File: src/logic/controlPkg.sv
package controlPkg;

    typedef logic [5:0] opcodeT;
    typedef logic [5:0] functT;
    typedef logic [2:0] stepT;

    // opcodes
    localparam opcodeT OpRType = 6'b000000;
    localparam opcodeT OpAddi  = 6'b001000;
    localparam opcodeT OpLw    = 6'b100011;
    localparam opcodeT OpSw    = 6'b101011;
    localparam opcodeT OpBeq   = 6'b000100;
    localparam opcodeT OpBne   = 6'b000101;
    localparam opcodeT OpJ     = 6'b000010;
    localparam opcodeT OpJal   = 6'b000011;

    // R-type funct codes
    localparam functT FnAdd = 6'b100000;
    localparam functT FnSub = 6'b100010;
    localparam functT FnAnd = 6'b100100;
    localparam functT FnSll = 6'b000000;
    localparam functT FnSrl = 6'b000010;
    localparam functT FnSra = 6'b000011;

    typedef enum logic [3:0] {
        clsAluReg,
        clsShift,
        clsAddi,
        clsLoad,
        clsStore,
        clsBranchEq,
        clsBranchNe,
        clsJump,
        clsJumpLink,
        clsIllegal
    } instrClassT;

    typedef enum logic [2:0] {
        phReset,
        phFetch,
        phDecode,
        phExecute,
        phTrap
    } phaseT;

    // endRetire also marks the normal last cycle of reset, fetch, decode and trap
    typedef enum logic [1:0] {
        endNone,
        endRetire,
        endBranch,
        endTrap
    } endingT;

    typedef logic [2:0] aluOpT;
    localparam aluOpT AluPass = 3'd0;
    localparam aluOpT AluAdd  = 3'd1;
    localparam aluOpT AluSub  = 3'd2;
    localparam aluOpT AluAnd  = 3'd3;

    typedef logic [2:0] shiftOpT;
    localparam shiftOpT ShiftIdle       = 3'd0;
    localparam shiftOpT ShiftLoad       = 3'd1;
    localparam shiftOpT ShiftLeft       = 3'd2;
    localparam shiftOpT ShiftRightLog   = 3'd3;
    localparam shiftOpT ShiftRightArith = 3'd4;

    typedef logic [1:0] pcSourceT;
    localparam pcSourceT PcAlu    = 2'd0;
    localparam pcSourceT PcBranch = 2'd1;
    localparam pcSourceT PcJump   = 2'd2;
    localparam pcSourceT PcVector = 2'd3;

    typedef logic [2:0] regDataT;
    localparam regDataT DataAlu   = 3'd0;
    localparam regDataT DataMem   = 3'd1;
    localparam regDataT DataShift = 3'd2;
    localparam regDataT DataStack = 3'd3;

    typedef logic [1:0] regDstT;
    localparam regDstT DstRt = 2'd0;
    localparam regDstT DstRd = 2'd1;
    localparam regDstT DstRa = 2'd2;
    localparam regDstT DstSp = 2'd3;

    // ALU operand selects
    typedef logic [1:0] aluSrcT;
    localparam aluSrcT SrcAPc     = 2'd0;
    localparam aluSrcT SrcAReg    = 2'd1;
    localparam aluSrcT SrcBReg    = 2'd0;
    localparam aluSrcT SrcBFour   = 2'd1;
    localparam aluSrcT SrcBImm    = 2'd2;
    localparam aluSrcT SrcBBranch = 2'd3;

    typedef struct packed {
        logic overflow;
        logic eq;
        logic gt;
    } aluFlagsT;

    typedef struct packed {
        logic     pcWrite;
        pcSourceT pcSource;
        logic     iorData;
        logic     irWrite;
        logic     memWrite;
        logic     regWrite;
        regDstT   regDst;
        regDataT  regData;
        aluSrcT   aluSrcA;
        aluSrcT   aluSrcB;
        aluOpT    aluOp;
        logic     aluOutWrite;
        logic     aWrite;
        logic     bWrite;
        logic     signExtend;
        shiftOpT  shiftOp;
        logic     shiftAmtImm;
        logic     epcWrite;
    } datapathCtrlT;

    // stack pointer init held while in reset
    localparam datapathCtrlT StackWord = '{
        regWrite: 1'b1,
        regDst: DstSp,
        regData: DataStack,
        default: '0
    };

endpackage

File: src/logic/controlUnit.sv
module controlUnit #(
    parameter int FetchSteps = 3
) (
    input  logic                     clk,
    input  logic                     reset,
    input  controlPkg::opcodeT       opcode,
    input  controlPkg::functT        funct,
    input  controlPkg::aluFlagsT     flags,
    output controlPkg::datapathCtrlT ctrl,
    output logic                     resetOut
);

    controlPkg::instrClassT instrClass;
    controlPkg::phaseT      phase;
    controlPkg::stepT       step;
    controlPkg::endingT     ending;

    instrDecoder decoder (
        .opcode     (opcode),
        .funct      (funct),
        .instrClass (instrClass)
    );

    phaseSequencer #(
        .FetchSteps (FetchSteps)
    ) sequencer (
        .clk        (clk),
        .reset      (reset),
        .instrClass (instrClass),
        .funct      (funct),
        .flags      (flags),
        .phase      (phase),
        .step       (step),
        .ending     (ending)
    );

    controlWordGen wordGen (
        .clk        (clk),
        .reset      (reset),
        .phase      (phase),
        .step       (step),
        .instrClass (instrClass),
        .funct      (funct),
        .ending     (ending),
        .ctrl       (ctrl),
        .resetOut   (resetOut)
    );

endmodule

File: src/logic/controlWordGen.sv
module controlWordGen (
    input  logic                     clk,
    input  logic                     reset,
    input  controlPkg::phaseT        phase,
    input  controlPkg::stepT         step,
    input  controlPkg::instrClassT   instrClass,
    input  controlPkg::functT        funct,
    input  controlPkg::endingT       ending,
    output controlPkg::datapathCtrlT ctrl,
    output logic                     resetOut
);

    controlPkg::datapathCtrlT word;
    controlPkg::regDstT       classDst;
    controlPkg::regDataT      classData;
    logic                     classWrites;
    logic                     isImm;
    logic                     isBranch;

    assign isImm    = instrClass == controlPkg::clsAddi;
    assign isBranch = instrClass == controlPkg::clsBranchEq ||
                      instrClass == controlPkg::clsBranchNe;

    // destination and data source of the register-writing classes
    always_comb begin
        classWrites = 1'b1;
        classDst    = controlPkg::DstRt;
        classData   = controlPkg::DataAlu;
        case (instrClass)
            controlPkg::clsAluReg: classDst = controlPkg::DstRd;
            controlPkg::clsShift: begin
                classDst  = controlPkg::DstRd;
                classData = controlPkg::DataShift;
            end
            controlPkg::clsAddi: classDst = controlPkg::DstRt;
            controlPkg::clsLoad: classData = controlPkg::DataMem;
            controlPkg::clsJumpLink: classDst = controlPkg::DstRa;
            default: classWrites = 1'b0;
        endcase
    end

    always_comb begin
        word = '0;
        case (phase)
            controlPkg::phFetch: begin
                // pc + 4 each cycle, committed with the instruction
                word.aluSrcA = controlPkg::SrcAPc;
                word.aluSrcB = controlPkg::SrcBFour;
                word.aluOp   = controlPkg::AluAdd;
                if (ending != controlPkg::endNone) begin
                    word.pcWrite  = 1'b1;
                    word.irWrite  = 1'b1;
                    word.pcSource = controlPkg::PcAlu;
                end
            end
            controlPkg::phDecode: begin
                // read operands, branch target into aluOut
                word.aWrite      = 1'b1;
                word.bWrite      = 1'b1;
                word.signExtend  = 1'b1;
                word.aluOutWrite = 1'b1;
                word.aluSrcA     = controlPkg::SrcAPc;
                word.aluSrcB     = controlPkg::SrcBBranch;
                word.aluOp       = controlPkg::AluAdd;
            end
            controlPkg::phExecute: begin
                case (instrClass)
                    controlPkg::clsAluReg, controlPkg::clsAddi: begin
                        word.aluSrcA     = controlPkg::SrcAReg;
                        word.aluSrcB     = isImm ? controlPkg::SrcBImm : controlPkg::SrcBReg;
                        word.signExtend  = isImm;
                        word.aluOutWrite = step == 3'd0;
                        if (isImm || funct == controlPkg::FnAdd) begin
                            word.aluOp = controlPkg::AluAdd;
                        end else if (funct == controlPkg::FnSub) begin
                            word.aluOp = controlPkg::AluSub;
                        end else begin
                            word.aluOp = controlPkg::AluAnd;
                        end
                    end
                    controlPkg::clsShift: begin
                        word.shiftAmtImm = 1'b1;
                        case (step)
                            3'd0, 3'd1: word.shiftOp = controlPkg::ShiftLoad;
                            3'd2: begin
                                if (funct == controlPkg::FnSll) begin
                                    word.shiftOp = controlPkg::ShiftLeft;
                                end else if (funct == controlPkg::FnSrl) begin
                                    word.shiftOp = controlPkg::ShiftRightLog;
                                end else begin
                                    word.shiftOp = controlPkg::ShiftRightArith;
                                end
                            end
                            default: word.shiftOp = controlPkg::ShiftIdle;
                        endcase
                    end
                    controlPkg::clsLoad, controlPkg::clsStore: begin
                        // address first, then memory sees aluOut
                        word.aluSrcA     = controlPkg::SrcAReg;
                        word.aluSrcB     = controlPkg::SrcBImm;
                        word.aluOp       = controlPkg::AluAdd;
                        word.signExtend  = 1'b1;
                        word.aluOutWrite = step == 3'd0;
                        word.iorData     = step != 3'd0;
                    end
                    controlPkg::clsBranchEq, controlPkg::clsBranchNe: begin
                        // compare only, aluOut keeps the target
                        word.aluSrcA = controlPkg::SrcAReg;
                        word.aluSrcB = controlPkg::SrcBReg;
                        word.aluOp   = controlPkg::AluSub;
                    end
                    controlPkg::clsJumpLink: begin
                        // return address saved in aluOut
                        word.aluSrcA     = controlPkg::SrcAPc;
                        word.aluOp       = controlPkg::AluPass;
                        word.aluOutWrite = step == 3'd0;
                    end
                    default: ;
                endcase
                case (ending)
                    controlPkg::endRetire: begin
                        word.regWrite = classWrites;
                        word.regDst   = classDst;
                        word.regData  = classData;
                        word.memWrite = instrClass == controlPkg::clsStore;
                    end
                    controlPkg::endBranch: begin
                        word.pcWrite  = 1'b1;
                        word.pcSource = isBranch ? controlPkg::PcBranch : controlPkg::PcJump;
                        word.regWrite = instrClass == controlPkg::clsJumpLink;
                        word.regDst   = classDst;
                        word.regData  = classData;
                    end
                    default: ;
                endcase
            end
            controlPkg::phTrap: begin
                word.epcWrite = 1'b1;
                word.pcWrite  = 1'b1;
                word.pcSource = controlPkg::PcVector;
            end
            default: ;
        endcase
    end

    always_ff @(posedge clk) begin
        if (reset) begin
            ctrl     <= controlPkg::StackWord;
            resetOut <= 1'b1;
        end else begin
            ctrl     <= word;
            resetOut <= 1'b0;
        end
    end

endmodule

File: src/logic/instrDecoder.sv
module instrDecoder (
    input  controlPkg::opcodeT     opcode,
    input  controlPkg::functT      funct,
    output controlPkg::instrClassT instrClass
);

    always_comb begin
        case (opcode)
            controlPkg::OpRType: begin
                case (funct)
                    controlPkg::FnAdd,
                    controlPkg::FnSub,
                    controlPkg::FnAnd: instrClass = controlPkg::clsAluReg;
                    controlPkg::FnSll,
                    controlPkg::FnSrl,
                    controlPkg::FnSra: instrClass = controlPkg::clsShift;
                    // variable shifts, mult/div and friends are not supported
                    default: instrClass = controlPkg::clsIllegal;
                endcase
            end
            controlPkg::OpAddi: instrClass = controlPkg::clsAddi;
            controlPkg::OpLw:   instrClass = controlPkg::clsLoad;
            controlPkg::OpSw:   instrClass = controlPkg::clsStore;
            controlPkg::OpBeq:  instrClass = controlPkg::clsBranchEq;
            controlPkg::OpBne:  instrClass = controlPkg::clsBranchNe;
            controlPkg::OpJ:    instrClass = controlPkg::clsJump;
            controlPkg::OpJal:  instrClass = controlPkg::clsJumpLink;
            default:            instrClass = controlPkg::clsIllegal;
        endcase
    end

endmodule

File: src/logic/phaseSequencer.sv
module phaseSequencer #(
    parameter int FetchSteps = 3
) (
    input  logic                   clk,
    input  logic                   reset,
    input  controlPkg::instrClassT instrClass,
    input  controlPkg::functT      funct,
    input  controlPkg::aluFlagsT   flags,
    output controlPkg::phaseT      phase,
    output controlPkg::stepT       step,
    output controlPkg::endingT     ending
);

    localparam controlPkg::stepT FetchLast  = controlPkg::stepT'(FetchSteps - 1);
    localparam controlPkg::stepT DecodeLast = 3'd1;

    controlPkg::stepT execLast;
    logic             overflowTrap;
    logic             taken;

    // last execute step of each class
    always_comb begin
        case (instrClass)
            controlPkg::clsShift,
            controlPkg::clsLoad,
            controlPkg::clsStore:    execLast = 3'd3;
            controlPkg::clsAluReg,
            controlPkg::clsAddi,
            controlPkg::clsBranchEq,
            controlPkg::clsBranchNe,
            controlPkg::clsJumpLink: execLast = 3'd1;
            default:                 execLast = 3'd0;
        endcase
    end

    // only signed add and sub trap, AND never does
    assign overflowTrap = flags.overflow &&
        (instrClass == controlPkg::clsAddi ||
         (instrClass == controlPkg::clsAluReg &&
          (funct == controlPkg::FnAdd || funct == controlPkg::FnSub)));

    assign taken = instrClass == controlPkg::clsJump ||
        instrClass == controlPkg::clsJumpLink ||
        (instrClass == controlPkg::clsBranchEq && flags.eq) ||
        (instrClass == controlPkg::clsBranchNe && !flags.eq);

    always_comb begin
        ending = controlPkg::endNone;
        case (phase)
            controlPkg::phFetch: begin
                if (step == FetchLast) begin
                    ending = controlPkg::endRetire;
                end
            end
            controlPkg::phDecode: begin
                if (step == DecodeLast) begin
                    ending = controlPkg::endRetire;
                end
            end
            controlPkg::phExecute: begin
                if (step == execLast) begin
                    if (overflowTrap) begin
                        ending = controlPkg::endTrap;
                    end else if (taken) begin
                        ending = controlPkg::endBranch;
                    end else begin
                        ending = controlPkg::endRetire;
                    end
                end
            end
            // reset and trap both last a single cycle
            default: ending = controlPkg::endRetire;
        endcase
    end

    always_ff @(posedge clk) begin
        if (reset) begin
            phase <= controlPkg::phReset;
            step  <= '0;
        end else if (ending == controlPkg::endNone) begin
            step <= step + 3'd1;
        end else begin
            step <= '0;
            case (phase)
                controlPkg::phReset:  phase <= controlPkg::phFetch;
                controlPkg::phFetch:  phase <= controlPkg::phDecode;
                controlPkg::phDecode: phase <= controlPkg::phExecute;
                controlPkg::phExecute: begin
                    if (ending == controlPkg::endTrap) begin
                        phase <= controlPkg::phTrap;
                    end else begin
                        phase <= controlPkg::phFetch;
                    end
                end
                default: phase <= controlPkg::phFetch;
            endcase
        end
    end

endmodule

File: config.mk
export PLATFORM = sky130hd
export DESIGN_NAME = controlUnit
export DESIGN_NICKNAME = d
export VERILOG_FILES = /design/src/logic/controlPkg.sv /design/src/logic/controlUnit.sv /design/src/logic/controlWordGen.sv /design/src/logic/instrDecoder.sv /design/src/logic/phaseSequencer.sv
export SDC_FILE = /design/constraint.sdc
export NUM_CORES = 1
export LEC_CHECK = 0
export BUFFER_PORTS_ARGS = -buffer_cell sky130_fd_sc_hd__buf_2
export CORE_MARGIN = 2
export CORE_UTILIZATION = 40
export DETAILED_ROUTE_END_ITERATION = 10
export GPL_ROUTABILITY_DRIVEN = 0
export PLACE_DENSITY = 0.69
export SYNTH_ARGS = -nofsm -noshare
export SYNTH_HDL_FRONTEND = slang
export SYNTH_SLANG_ARGS = --single-unit
File: constraint.sdc
create_clock -name clk -period 4 [get_ports clk]
set_clock_uncertainty 0.1 [all_clocks]
set_input_delay 0.4 -clock clk [delete_from_list [all_inputs] [get_ports clk]]
set_output_delay 0.4 -clock clk [all_outputs]
set_load 0.02 [all_outputs]
* Word level (Yosys, flattened, before mapping)
Memory sizes are Yosys's and may differ from the RTL's. Index checks and enable logic that the tools add are counted.
Cells by class: multiplexer cells 38, reductions and logical operators 35, equality and inequality tests 30, add/subtract/negate cells 1, bitwise gates (word level) 6
Operator list (count):
- $pmux W4 S8 | 1
- $eq A6 B6 Y1 const B | 5
- $eq A6 B2 Y1 const B | 4
- $pmux W7 S3 | 1
- $pmux W3 S3 | 2
- $eq A4 B3 Y1 const B | 4
- $reduce_or A2 Y1 | 8
- $mux W3 | 5
- $reduce_or A3 Y1 | 5
- $mux W2 | 7
- $eq A6 B3 Y1 const B | 2
- $logic_not A6 Y1 | 2
- $pmux W2 S2 | 3
- $pmux W2 S3 | 2
- $pmux W6 S2 | 1
- $mux W1 | 10
- $reduce_or A5 Y1 | 2
- $eq A3 B2 Y1 const B | 3
- $eq A4 B2 Y1 const B | 2
- $pmux W4 S2 | 1
- $logic_or A1 B1 Y1 | 7
- $eq A3 B1 Y1 const B | 2
- $eq A6 B4 Y1 const B | 1
- $mux W6 | 1
- 18 further kinds | 29
Storage, ports and cells: memories 1, register bits after elaboration 35, bits of input ports 17, bits in read-only memories 32, output and inout port bits 29, word-level logic and storage cells 133
Memories:
- (name not given) | words 16, bits a word 2, rd ports 1, clocked after memory_dff 0, wr ports 0, line phaseSequencer.sv:23 | case (instrClass)

* Longest topological paths before layout
Gate-level depths: netlist of the first run.
depth in word-level cells 15, gate-level depth with buffers 9, depth with buffers taken out 7

* Modules after synthesis
A second synthesis of the first run with hierarchy kept.
Unflattened totals: cell total of the unflattened synthesis 201, area, all modules 1778.0 µm²
Modules (own cells, without submodules):
- controlWordGen | instances 1, sequential area each 500.5 µm², cells an instance 114, area each 1073.5 µm²
- phaseSequencer | instances 1, sequential area each 120.1 µm², cells an instance 52, area each 469.2 µm²
- instrDecoder | instances 1, sequential area each 0.0 µm², cells an instance 35, area each 235.2 µm²

* Worst setup path before layout of the first run
OpenSTA, ideal clock, no wires.
kind input-to-reg, from input port opcode[5], to register, netlist name wordGen.ctrl[25], stages 8, arrival time 2.555 ns, setup time 0.070 ns, buffers on the path 1, setup slack 1.275 ns, required time 3.830 ns, cell sequence buf_6 -> or4b_2 -> o41ai_1 -> o31ai_1 -> a211o_1 -> xnor2_2 -> or4_1 -> a21oi_1
On the way: longest elaborated chain between the ends 13, elaborated cells between the ends (all ways) 34, classes of those cells eq/ne (14); mux (8); reduce/logical (11); memory (1)
Ends and longest elaborated chain:
- from (decl) | line controlUnit.sv:6 | input controlPkg::opcodeT opcode,
- $eq A6 B2 Y1, or another cell as far along | line instrDecoder.sv:8 | case (opcode)
- $pmux W4 S8 (*) | line instrDecoder.sv:8
- branches (longest 9 deep; another with $mem_v2 Z16 W2)
- $mux W3 (*) | line controlWordGen.sv:120 | case (ending)
- $pmux W3 S3 (*) | line controlWordGen.sv:44 | case (phase)
Mark *: on every way between the ends. A chain may end at the register's enable or synchronous reset.

* Worst setup path in the final report of the first run
from input port opcode[1], to register, netlist name wordGen.ctrl[19]
On the way: longest elaborated chain between the ends 13, elaborated cells between the ends (all ways) 36, classes of those cells eq/ne (16); mux (8); reduce/logical (11); memory (1)
Ends and longest elaborated chain (line):
- $eq A6 B2 Y1, or another cell as far along | instrDecoder.sv:8
- $pmux W4 S8 (*) | instrDecoder.sv:8
- branches (longest 9 deep; another with $mem_v2 Z16 W2)
- $pmux W6 S2 (*) | controlWordGen.sv:120
- $mux W6 (*) | controlWordGen.sv:44
Marked as above.

==> results of run 1 <==
Yosys cell counts, types with 2 or more instances:
cell	count
sky130_fd_sc_hd__and4b_1	2
sky130_fd_sc_hd__nor3_1	8
sky130_fd_sc_hd__or3_1	3
sky130_fd_sc_hd__a211o_1	2
sky130_fd_sc_hd__nor4_1	6
sky130_fd_sc_hd__or4_1	2
sky130_fd_sc_hd__a311oi_1	2
sky130_fd_sc_hd__nor2_1	20
sky130_fd_sc_hd__o31ai_1	3
sky130_fd_sc_hd__o41ai_1	2
sky130_fd_sc_hd__a21oi_1	11
sky130_fd_sc_hd__nor2b_1	8
sky130_fd_sc_hd__nand2b_1	3
sky130_fd_sc_hd__and2_1	2
sky130_fd_sc_hd__inv_1	6
sky130_fd_sc_hd__a31oi_1	3
sky130_fd_sc_hd__and3_1	4
sky130_fd_sc_hd__buf_4	4
sky130_fd_sc_hd__xnor2_1	4
sky130_fd_sc_hd__and3b_1	2
sky130_fd_sc_hd__o21ai_0	8
sky130_fd_sc_hd__nand3_1	4
sky130_fd_sc_hd__a21o_1	3
sky130_fd_sc_hd__nand2_1	9
sky130_fd_sc_hd__o211ai_1	2
sky130_fd_sc_hd__ha_1	4
sky130_fd_sc_hd__nor4b_1	2
sky130_fd_sc_hd__dfxtp_1	31
sky130_fd_sc_hd__clkbuf_1	10
sky130_fd_sc_hd__o21a_1	2
sky130_fd_sc_hd__or2_2	2
cells by family (layout without fill, tap and decap cells):
| kind of cell | Yosys count | after routing | synth area share |
|---|---|---|---|
| AND/OR/NAND/NOR | 85 | 85 | 0.292 |
| AO/OA/AOI/OAI | 49 | 49 | 0.215 |
| flip-flops | 31 | 31 | 0.368 |
| buffers and inverters | 22 | 54 | 0.0624 |
| XOR/XNOR | 5 | 5 | 0.0304 |
| adder cells (fa/ha/maj) | 4 | 4 | 0.0297 |
| other | 1 | 3 | 0.00223 |
sequential cells by signal (all words and copies together), names as in the netlist:
| name | flops |
|---|---|
| sequencer.phase | 3 |
| sequencer.step | 3 |
| wordGen.ctrl | 24 |
| wordGen.resetOut | 1 |
layer usage:
layer,up-vias,share of wire
met4,0,0.018
met2,52,0.47
met3,8,0.053
met1,707,0.46
li1,790,-
met5,-,0
area by class of cell:
type	instances	area [sq um]	area share
Multi-Input combinational cell	146	967	0.492
Sequential cell	31	621	0.316
Timing Repair Buffer	41	205	0.104
Clock buffer	6	82.6	0.0420
Tap cell	50	62.6	0.0318
Inverter	6	22.5	0.0115
Clock inverter	1	5.00	0.00255
path summary, 6_finish.rpt:
path / endpoint / cells after the start / from
hold reg to reg: wordGen.ctrl[12]$_SDFF_PP0_ / 1 / sequencer.phase[2]$_SDFFE_PP0P_
setup / recovery: wordGen.ctrl[19]$_SDFF_PP1_ / 8 / opcode[1]
hold / removal: wordGen.resetOut$_DFF_P_ / 1 / reset
setup reg to reg: sequencer.phase[0]$_SDFFE_PP0P_ / 7 / sequencer.step[0]$_SDFF_PP0_
critical path: cells and delay by family:
kind / cells / cell delay [ns]
buf+inv: 1 / 0.18
compound gates: 4 / 0.96
xor+xnor: 1 / 0.17
simple gates: 2 / 1.16
stage by stage:
step / hold slack [ns] / power [mW]
after floorplan: 0.328 / 0.415
after global placement: 0.452 / 0.442
after detailed placement: 0.453 / 0.442
after CTS: 0.303 / 0.677
after global routing: 0.306 / 0.706
final: 0.308 / 0.672
cells in the final DEF, fill, tap and decap left out, types with 2 or more instances in the layout:
| cell type | Yosys | final |
|---|---|---|
| sky130_fd_sc_hd__and3b_1 | 2 | 2 |
| sky130_fd_sc_hd__o21a_1 | 2 | 2 |
| sky130_fd_sc_hd__and2_1 | 2 | 2 |
| sky130_fd_sc_hd__a311oi_1 | 2 | 2 |
| sky130_fd_sc_hd__or4_1 | 2 | 2 |
| sky130_fd_sc_hd__xnor2_1 | 4 | 4 |
| sky130_fd_sc_hd__buf_2 | 0 | 41 |
| sky130_fd_sc_hd__dfxtp_1 | 31 | 31 |
| sky130_fd_sc_hd__nor4_1 | 6 | 6 |
| sky130_fd_sc_hd__or3_1 | 3 | 3 |
| sky130_fd_sc_hd__a31oi_1 | 3 | 3 |
| sky130_fd_sc_hd__o41ai_1 | 2 | 2 |
| sky130_fd_sc_hd__and3_1 | 4 | 4 |
| sky130_fd_sc_hd__a21oi_1 | 11 | 11 |
| sky130_fd_sc_hd__a21o_1 | 3 | 3 |
| sky130_fd_sc_hd__a211o_1 | 2 | 2 |
| sky130_fd_sc_hd__nand2b_1 | 3 | 3 |
| sky130_fd_sc_hd__o211ai_1 | 2 | 2 |
| sky130_fd_sc_hd__nor2_1 | 20 | 20 |
| sky130_fd_sc_hd__ha_1 | 4 | 4 |
| sky130_fd_sc_hd__nor4b_1 | 2 | 2 |
| sky130_fd_sc_hd__clkbuf_8 | 0 | 6 |
| sky130_fd_sc_hd__o31ai_1 | 3 | 3 |
| sky130_fd_sc_hd__o21ai_0 | 8 | 8 |
| sky130_fd_sc_hd__nor3_1 | 8 | 8 |
| sky130_fd_sc_hd__nor2b_1 | 8 | 8 |
| sky130_fd_sc_hd__conb_1 | 1 | 3 |
| sky130_fd_sc_hd__nand2_1 | 9 | 9 |
| sky130_fd_sc_hd__inv_1 | 6 | 6 |
| sky130_fd_sc_hd__nand3_1 | 4 | 4 |
| sky130_fd_sc_hd__or2_2 | 2 | 2 |
| sky130_fd_sc_hd__and4b_1 | 2 | 2 |
where the power goes:
group | switching [mW] | internal [mW]
combinational | 0.0680 | 0.0408
clock | 0.101 | 0.135
sequential | 0.00963 | 0.319
==> qor.json, run 1 <==
{
  "status": {
    "outcome": "finished, final reports clean"
  },
  "job": {
    "max_cap_violation_count": 0
  },
  "yosys": {
    "postSynthAreaPerCell_sq_um": 8.56,
    "yosys_most_used_dff": "sky130_fd_sc_hd__dfxtp_1",
    "synthesis.instances": 197,
    "ys.warnings.count": 0,
    "postSynth.asyncResetShare": 0,
    "yosysTopAreaCellShare": 0.368,
    "synth_edf_count": 0,
    "post-synth-top-area-cell": "sky130_fd_sc_hd__dfxtp_1",
    "ys_seq_elements": 31,
    "synth.area.top_cells": "sky130_fd_sc_hd__dfxtp_1 37%, sky130_fd_sc_hd__nor2_1 4.5%, sky130_fd_sc_hd__a21oi_1 3.3%",
    "synth.distinct_cells": 54,
    "netlist_area_pre_place_sq_um": 1690,
    "synth_sequential_area_ratio": 0.368
  },
  "timing": {
    "max_freq_mhz": 360,
    "fin_crit_sh": 0.693,
    "finalHoldViolCount": 0,
    "headroom_to_the_max_slew_limit": 0.622,
    "final_critical_path_setup_slack_ns": 1.23,
    "timing.final.max_slew_violations": 0,
    "rsz0062_at_grt": "no",
    "transition_time_of_the_tightest_slew_check_pin_ns": 0.559,
    "finalSetupTns_ns": 0,
    "period_needed_ns": 2.77,
    "setup_violations": 0
  },
  "clock_network": {
    "tritoncts": "done",
    "root_buffer": "sky130_fd_sc_hd__clkbuf_8",
    "cts_resized": 0,
    "cts.path.max_buffers": 2,
    "ctsHtreeMaxLevel": 2,
    "clk_transition_reported_paths_ns": 0.06,
    "post_cts.repair.setup_buffers": 0,
    "tritoncts.num_buffers": 5,
    "clkSinkCount": 31,
    "clk-insertion-delay-late_ns": 0.27,
    "postCtsHoldBufs": 0
  },
  "worst_setup_path": {
    "worst-endpoint-arrival_ns": 2.88,
    "timing.critical_path.slowest_stage_cell": "sky130_fd_sc_hd__or4b_2",
    "critical_path.endpoint_type": "flip-flop",
    "worstPathRequired_ns": 4.11,
    "timing.setup.critical_path_class": "in2reg",
    "crit_fanout": 13,
    "timing.critical_path.cells": "buf_2 > or4b_2 > o41ai_1 > o31ai_1 > a211o_1 > xnor2_2 > nor2_1 > a41o_1",
    "setup_slack_of_the_worst_register_to_register_path_ns": 1.73,
    "critPathLaunchType": "input pin",
    "max_stage_delay_ns": 0.72
  },
  "floorplan": {
    "floorplan.die_area_sq_um": 4750,
    "io_pins": 46,
    "floorplan.rows": 23,
    "effective_utilization_at_floorplan": 0.418,
    "die-width_microns": 68.9,
    "die-height_microns": 68.9,
    "floorplan.core_area_sq_um": 4030
  },
  "global_routing": {
    "overflow": 0,
    "grt_pass1_wl_microns": 6310,
    "groute.layer.met3.usage": 0.0406,
    "grt_max_degree": 20,
    "grt_use_met2": 0.294,
    "grt_antenna_before_repair": 0,
    "busiest_layer": "met2",
    "first_global_vias": 1362,
    "global_routing_usage_summed_across_all_routing_layers": 0.180,
    "met1_grt_util": 0.228
  },
  "final_layout": {
    "fillerInstances": 407,
    "final_nets": 252,
    "areaGrowthSynthToFinish_pct": 16.6,
    "post_layout_nonfiller_instances": 281,
    "finalInstanceArea_sq_um": 1970,
    "final_core_util": 0.488,
    "post_route_cells_drive_above_1_share": 0.242,
    "antenna_cells_inserted": 0
  },
  "drt": {
    "dr.pass1.iters": 4,
    "routed_wl_microns": 3940,
    "dr.first_iter.drc_count": 111,
    "dr_total_vias": 1557,
    "viasPerCell": 5.54,
    "antenna_left": 0,
    "average_detailed_routed_wire_length_per_instance_microns": 14.0,
    "drc": 0
  },
  "power_and_ir_drop": {
    "cellLeakagePower_nw": 0.869,
    "max-vdd-ir-drop_uv": 117,
    "powerDensity_nw_per_um2": 342
  },
  "place": {
    "dp_cells": 274,
    "io_buffers": 41,
    "place_area_sq_um": 1880,
    "post-place-ws_ns": 0.963,
    "hpwlAfterDp_microns": 3000
  },
  "min_path": {
    "hold_class": "in2reg"
  }
}
Power figures use the tool's default switching activity.
==> run 2: changes to the inputs <==
--- a/config.mk
+++ b/config.mk
@@ -10,7 +10,7 @@
 export CORE_UTILIZATION = 40
 export DETAILED_ROUTE_END_ITERATION = 10
 export GPL_ROUTABILITY_DRIVEN = 0
-export PLACE_DENSITY = 0.69
+export PLACE_DENSITY = 0.71
 export SYNTH_ARGS = -nofsm -noshare
 export SYNTH_HDL_FRONTEND = slang
 export SYNTH_SLANG_ARGS = --single-unit
==> constraint.sdc (replaced) <==
create_clock -name clk -period 2.35 [get_ports clk]
set_clock_uncertainty 0.1 [all_clocks]
set_input_delay 0.235 -clock clk [delete_from_list [all_inputs] [get_ports clk]]
set_output_delay 0.235 -clock clk [all_outputs]
set_load 0.02 [all_outputs]
==> run 2 against run 1 <==
  * Sequential cell count stayed put
  * Setup slack worse by 1.1 ns
  * Wire length is 4.0% higher
  * Critical path depth is 2 higher
  * Hold slack worse by 0.16 ns
  * Critical path type unchanged
  * Critical endpoint is now sequencer.phase[0]$_SDFFE_PP0P_
  * Largest cell class unchanged
  * Highest routed layer unchanged
==> qor.json, run 2 (synthesized netlist as in run 1, its figures left out) <==
{
  "worst_setup_path": {
    "crit_fanout": 4,
    "max_stage_delay_ns": 0.41,
    "timing.setup.critical_path_class": "in2reg",
    "worst-endpoint-arrival_ns": 2.32,
    "critical_path.endpoint_type": "flip-flop",
    "critPathLaunchType": "input pin",
    "critical_path_most_common_cell": "sky130_fd_sc_hd__buf_4",
    "worstPathRequired_ns": 2.44,
    "timing.critical_path.slowest_stage_cell": "sky130_fd_sc_hd__a221o_2",
    "setup_slack_of_the_worst_register_to_register_path_ns": 0.39,
    "timing.critical_path.cells": "buf_2 > buf_4 > nor4b_2 > buf_4 > a2111oi_4 > a221o_2 > and4_1 > or2_1 > a31o_1 > a311oi_1"
  },
  "clock_network": {
    "root_buffer": "sky130_fd_sc_hd__clkbuf_8",
    "clk-insertion-delay-late_ns": 0.27,
    "post_cts.repair.setup_buffers": 0,
    "cts.path.max_buffers": 2,
    "clkSinkCount": 31,
    "cts_resized": 0,
    "ctsHtreeMaxLevel": 2,
    "clk_transition_reported_paths_ns": 0.06,
    "postCtsHoldBufs": 0,
    "tritoncts": "done",
    "tritoncts.num_buffers": 5
  },
  "timing": {
    "period_needed_ns": 2.24,
    "setup_violations": 0,
    "transition_time_of_the_tightest_slew_check_pin_ns": 0.497,
    "timing.final.max_slew_violations": 0,
    "headroom_to_the_max_slew_limit": 0.667,
    "timing.hold.ws_ns": 0.145,
    "final_critical_path_setup_slack_ns": 0.112,
    "rsz0062_at_grt": "no",
    "max_freq_mhz": 447,
    "finalSetupTns_ns": 0,
    "finalHoldViolCount": 0,
    "fin_crit_sh": 0.952
  },
  "drt": {
    "viasPerCell": 5.31,
    "dr.first_iter.drc_count": 114,
    "dr_total_vias": 1646,
    "routed_wl_microns": 4100,
    "dr.pass1.iters": 4,
    "average_detailed_routed_wire_length_per_instance_microns": 13.2,
    "antenna_left": 0,
    "drc": 0
  },
  "place": {
    "place_area_sq_um": 2110,
    "post-place-ws_ns": -0.182,
    "dp_cells": 303,
    "io_buffers": 41,
    "hpwlAfterDp_microns": 3250
  },
  "final_layout": {
    "largest_register_ffs": 24,
    "areaGrowthSynthToFinish_pct": 30.6,
    "top_register_by_number_of_flip_flops": "wordGen.ctrl",
    "post_route_cells_drive_above_1_share": 0.335,
    "final_nets": 281,
    "finalInstanceArea_sq_um": 2200,
    "antenna_cells_inserted": 0,
    "final_core_util": 0.546,
    "biggest_registers_after_layout": "wordGen.ctrl (24), sequencer.phase (3), sequencer.step (3)",
    "post_layout_nonfiller_instances": 310,
    "most_common_library_cell_in_the_layout_ignoring_fill_and_taps": "sky130_fd_sc_hd__buf_2",
    "mostFrequentLayoutCells": "41 x sky130_fd_sc_hd__buf_2, 31 x sky130_fd_sc_hd__dfxtp_1, 29 x sky130_fd_sc_hd__buf_4"
  },
  "power_and_ir_drop": {
    "power.share.sequential": 0.462,
    "max-vdd-ir-drop_uv": 183,
    "power.switching_mw": 0.313,
    "cellLeakagePower_nw": 1.02,
    "powerDensity_nw_per_um2": 540,
    "power.total_mw": 1.19,
    "clkPwrFrac": 0.338,
    "power_switching_share": 0.264,
    "internal_power_mw": 0.874,
    "comb_power_share": 0.201
  },
  "global_routing": {
    "overflow": 0,
    "grt_antenna_before_repair": 0,
    "grt_pass1_wl_microns": 6420,
    "first_global_vias": 1373,
    "global_routing_usage_summed_across_all_routing_layers": 0.185,
    "grt_max_degree": 17
  },
  "floorplan": {
    "die-width_microns": 68.9,
    "effective_utilization_at_floorplan": 0.418,
    "die-height_microns": 68.9,
    "floorplan.core_area_sq_um": 4030,
    "io_pins": 46,
    "floorplan.die_area_sq_um": 4750,
    "floorplan.rows": 23
  },
  "status": {
    "outcome": "finished, final reports clean"
  },
  "job": {
    "max_cap_violation_count": 0
  },
  "min_path": {
    "hold_class": "in2reg"
  }
}
-- run 2: cell count changes in the layout (fill, tap and decap cells not counted), sizes merged --
cell,delta
buf,+29
-- run 2: path summary, 6_finish.rpt --
path	endpoint	cells past startpoint	start
setup / recovery	sequencer.phase[0]$_SDFFE_PP0P_	10	funct[3]
hold / removal	wordGen.resetOut$_DFF_P_	1	reset
setup reg to reg	sequencer.phase[0]$_SDFFE_PP0P_	7	sequencer.step[0]$_SDFF_PP0_
hold reg to reg	sequencer.step[0]$_SDFF_PP0_	2	sequencer.step[0]$_SDFF_PP0_
-- run 2: power by group through the flow --
stage               combinational, mW  sequential (mW)  clock, mW
floorplan                       0.134            0.575          0
global placement                0.232            0.559          0
detailed placement              0.235            0.560          0
CTS                             0.236            0.548      0.411
global route                    0.262            0.550      0.437
finish                          0.238            0.548      0.401
-- run 2: layer usage --
metal / GRT usage / wire length, microns / vias up
met4: 0.0735 / 71 / 0
met1: 0.239 / 1890 / 753
met2: 0.304 / 1950 / 46
li1: - / - / 841
met3: 0.0341 / 190 / 6
met5: 0 / 0 / -
-- run 2: area by class of cell --
cell class | count | area (sq um)
clock buffers | 6 | 82.6
clock inverters | 1 | 5.00
fillers | 409 | 1830
inverters | 6 | 22.5
multi-input cells | 146 | 985
flip-flops and latches | 31 | 621
well taps | 50 | 62.6
repair buffers | 70 | 423
-- run 2: worst max-delay path, delay by kind of cell --
| kind | cells | cell delay, ns |
|---|---|---|
| simple gates | 3 | 0.69 |
| buf+inv | 3 | 0.39 |
| compound gates | 4 | 1.01 |
==> run 3: changes to the inputs <==
--- a/config.mk
+++ b/config.mk
@@ -10,7 +10,7 @@
 export CORE_UTILIZATION = 40
 export DETAILED_ROUTE_END_ITERATION = 10
 export GPL_ROUTABILITY_DRIVEN = 0
-export PLACE_DENSITY = 0.71
+export PLACE_DENSITY = 0.76
 export SYNTH_ARGS = -nofsm -noshare
 export SYNTH_HDL_FRONTEND = slang
 export SYNTH_SLANG_ARGS = --single-unit
==> run 3 against run 2 <==
  * Setup slack better by 0.0062 ns
  * Critical path depth is 2 lower
  * Clock power rose by 23%
  * Largest cell class unchanged
==> qor.json, run 3 (synthesized netlist as in run 1, its figures left out) <==
{
  "min_path": {
    "hold_path_startpoint": "reset",
    "hold_class": "in2reg"
  },
  "clock_network": {
    "tritoncts": "done",
    "clkSinkCount": 31,
    "ctsHtreeMaxLevel": 2,
    "clk-insertion-delay-late_ns": 0.28,
    "postCtsHoldBufs": 0,
    "tritoncts.num_buffers": 5,
    "clk_transition_reported_paths_ns": 0.06,
    "cts.path.max_buffers": 2,
    "root_buffer": "sky130_fd_sc_hd__clkbuf_8"
  },
  "worst_setup_path": {
    "crit_path_start": "funct[2]",
    "critPathLaunchType": "input pin",
    "worst-endpoint-arrival_ns": 2.35,
    "timing.setup.critical_path_class": "in2reg",
    "timing.rr.start": "sequencer.step[0]$_SDFF_PP0_",
    "critical_path.n_buffers_inverters": 1,
    "worstPathRequired_ns": 2.46,
    "timing.critical_path.cells": "buf_2 > or4_1 > a21oi_1 > o31ai_1 > a211o_1 > xnor2_2 > or4_1 > a21oi_1",
    "timing.critical_path.slowest_stage_cell": "sky130_fd_sc_hd__or4_1",
    "critical_path.endpoint_type": "flip-flop",
    "max_stage_delay_ns": 0.55,
    "crit_fanout": 2,
    "critical_path.top_delay_family": "simple AND/OR/NAND/NOR gates"
  },
  "final_layout": {
    "largest_register_ffs": 24,
    "fillerInstances": 372,
    "final_core_util": 0.558,
    "final_nets": 280,
    "most_common_library_cell_in_the_layout_ignoring_fill_and_taps": "sky130_fd_sc_hd__buf_2",
    "finalInstanceArea_sq_um": 2250,
    "post_route_cells_drive_above_1_share": 0.355,
    "top_register_by_number_of_flip_flops": "wordGen.ctrl",
    "areaGrowthSynthToFinish_pct": 33.5,
    "biggest_registers_after_layout": "wordGen.ctrl (24), sequencer.phase (3), sequencer.step (3)",
    "mostFrequentLayoutCells": "41 x sky130_fd_sc_hd__buf_2, 31 x sky130_fd_sc_hd__dfxtp_1, 28 x sky130_fd_sc_hd__buf_4",
    "antenna_cells_inserted": 0
  },
  "place": {
    "post-place-ws_ns": -0.155,
    "io_buffers": 41,
    "place_area_sq_um": 2100,
    "hpwlAfterDp_microns": 3260
  },
  "timing": {
    "fin_crit_sh": 0.950,
    "transition_time_of_the_tightest_slew_check_pin_ns": 0.590,
    "timing.hold.ws_ns": 0.143,
    "finalHoldViolCount": 0,
    "final_critical_path_setup_slack_ns": 0.118,
    "timing.final.max_slew_violations": 0,
    "headroom_to_the_max_slew_limit": 0.606,
    "setup_violations": 0,
    "rsz0062_at_grt": "no",
    "max_freq_mhz": 448,
    "period_needed_ns": 2.23
  },
  "global_routing": {
    "grt_antenna_before_repair": 0,
    "grt_max_degree": 16,
    "first_global_vias": 1513,
    "grt_pass1_wl_microns": 6910,
    "overflow": 0,
    "global_routing_usage_summed_across_all_routing_layers": 0.196
  },
  "status": {
    "outcome": "finished, final reports clean"
  },
  "drt": {
    "drc": 0,
    "dr.first_iter.drc_count": 118,
    "viasPerCell": 5.46,
    "dr_total_vias": 1686,
    "average_detailed_routed_wire_length_per_instance_microns": 13.7,
    "dr.pass1.iters": 4,
    "routed_wl_microns": 4230,
    "antenna_left": 0
  },
  "floorplan": {
    "floorplan.die_area_sq_um": 4750,
    "io_pins": 46,
    "floorplan.core_area_sq_um": 4030,
    "floorplan.rows": 23,
    "die-width_microns": 68.9,
    "die-height_microns": 68.9,
    "effective_utilization_at_floorplan": 0.418
  },
  "power_and_ir_drop": {
    "power.total_mw": 1.29,
    "powerDensity_nw_per_um2": 572,
    "cellLeakagePower_nw": 1.03,
    "max-vdd-ir-drop_uv": 242
  },
  "job": {
    "max_cap_violation_count": 0
  }
}
-- run 3: cell count changes in the layout (fill, tap and decap cells not counted), sizes merged --
cell / delta
clkinv: -1
buf: -1
bufinv: +1
-- run 3: final timing paths --
path / end / slack [ns] / depth (start not counted)
min: wordGen.resetOut$_DFF_P_ / 0.14 / 1
max: wordGen.ctrl[25]$_SDFF_PP0_ / 0.12 / 8
min reg2reg: wordGen.ctrl[12]$_SDFF_PP0_ / 0.45 / 1
max reg2reg: sequencer.phase[0]$_SDFFE_PP0P_ / 0.41 / 7
-- run 3: report_power, final --
| group | switching, mW | internal, mW | total (mW) |
|---|---|---|---|
| Clock | 0.183 | 0.310 | 0.493 |
| Sequential | 0.00620 | 0.542 | 0.548 |
| Combinational | 0.139 | 0.107 | 0.246 |
| Total | 0.328 | 0.959 | 1.29 |
-- run 3: area by class of cell --
cell class / instances / area, sq um / share of cell area
Clock buffer: 6 / 72.6 / 0.0323
Clock inverter: 1 / 30.0 / 0.0133
Multi-Input combinational cell: 146 / 1030 / 0.456
Tap cell: 50 / 62.6 / 0.0278
Sequential cell: 31 / 621 / 0.276
Inverter: 6 / 22.5 / 0.0100
Timing Repair Buffer: 69 / 415 / 0.185
-- run 3: layer usage --
| metal | GRT usage | up-vias | share of wire |
|---|---|---|---|
| met2 | 0.334 | 57 | 0.49 |
| li1 | - | 841 | - |
| met5 | 0 | - | 0 |
| met3 | 0.0422 | 7 | 0.063 |
| met4 | 0.0564 | 0 | 0.014 |
| met1 | 0.248 | 781 | 0.43 |
-- run 3: what timing repair did --
item | in CTS | in global routing
endpoints found under the setup margin | 0 | 9
setup buffers | 0 | 0
resized for setup | 0 | 9
-- run 3: stage by stage --
stage	std cells	setup TNS [ns]
3_5_place_dp	302	-1.23
5_1_grt	309	0
6_report	309	0
3_3_place_gp	302	-0.875
4_1_cts	309	0
2_1_floorplan	199	0
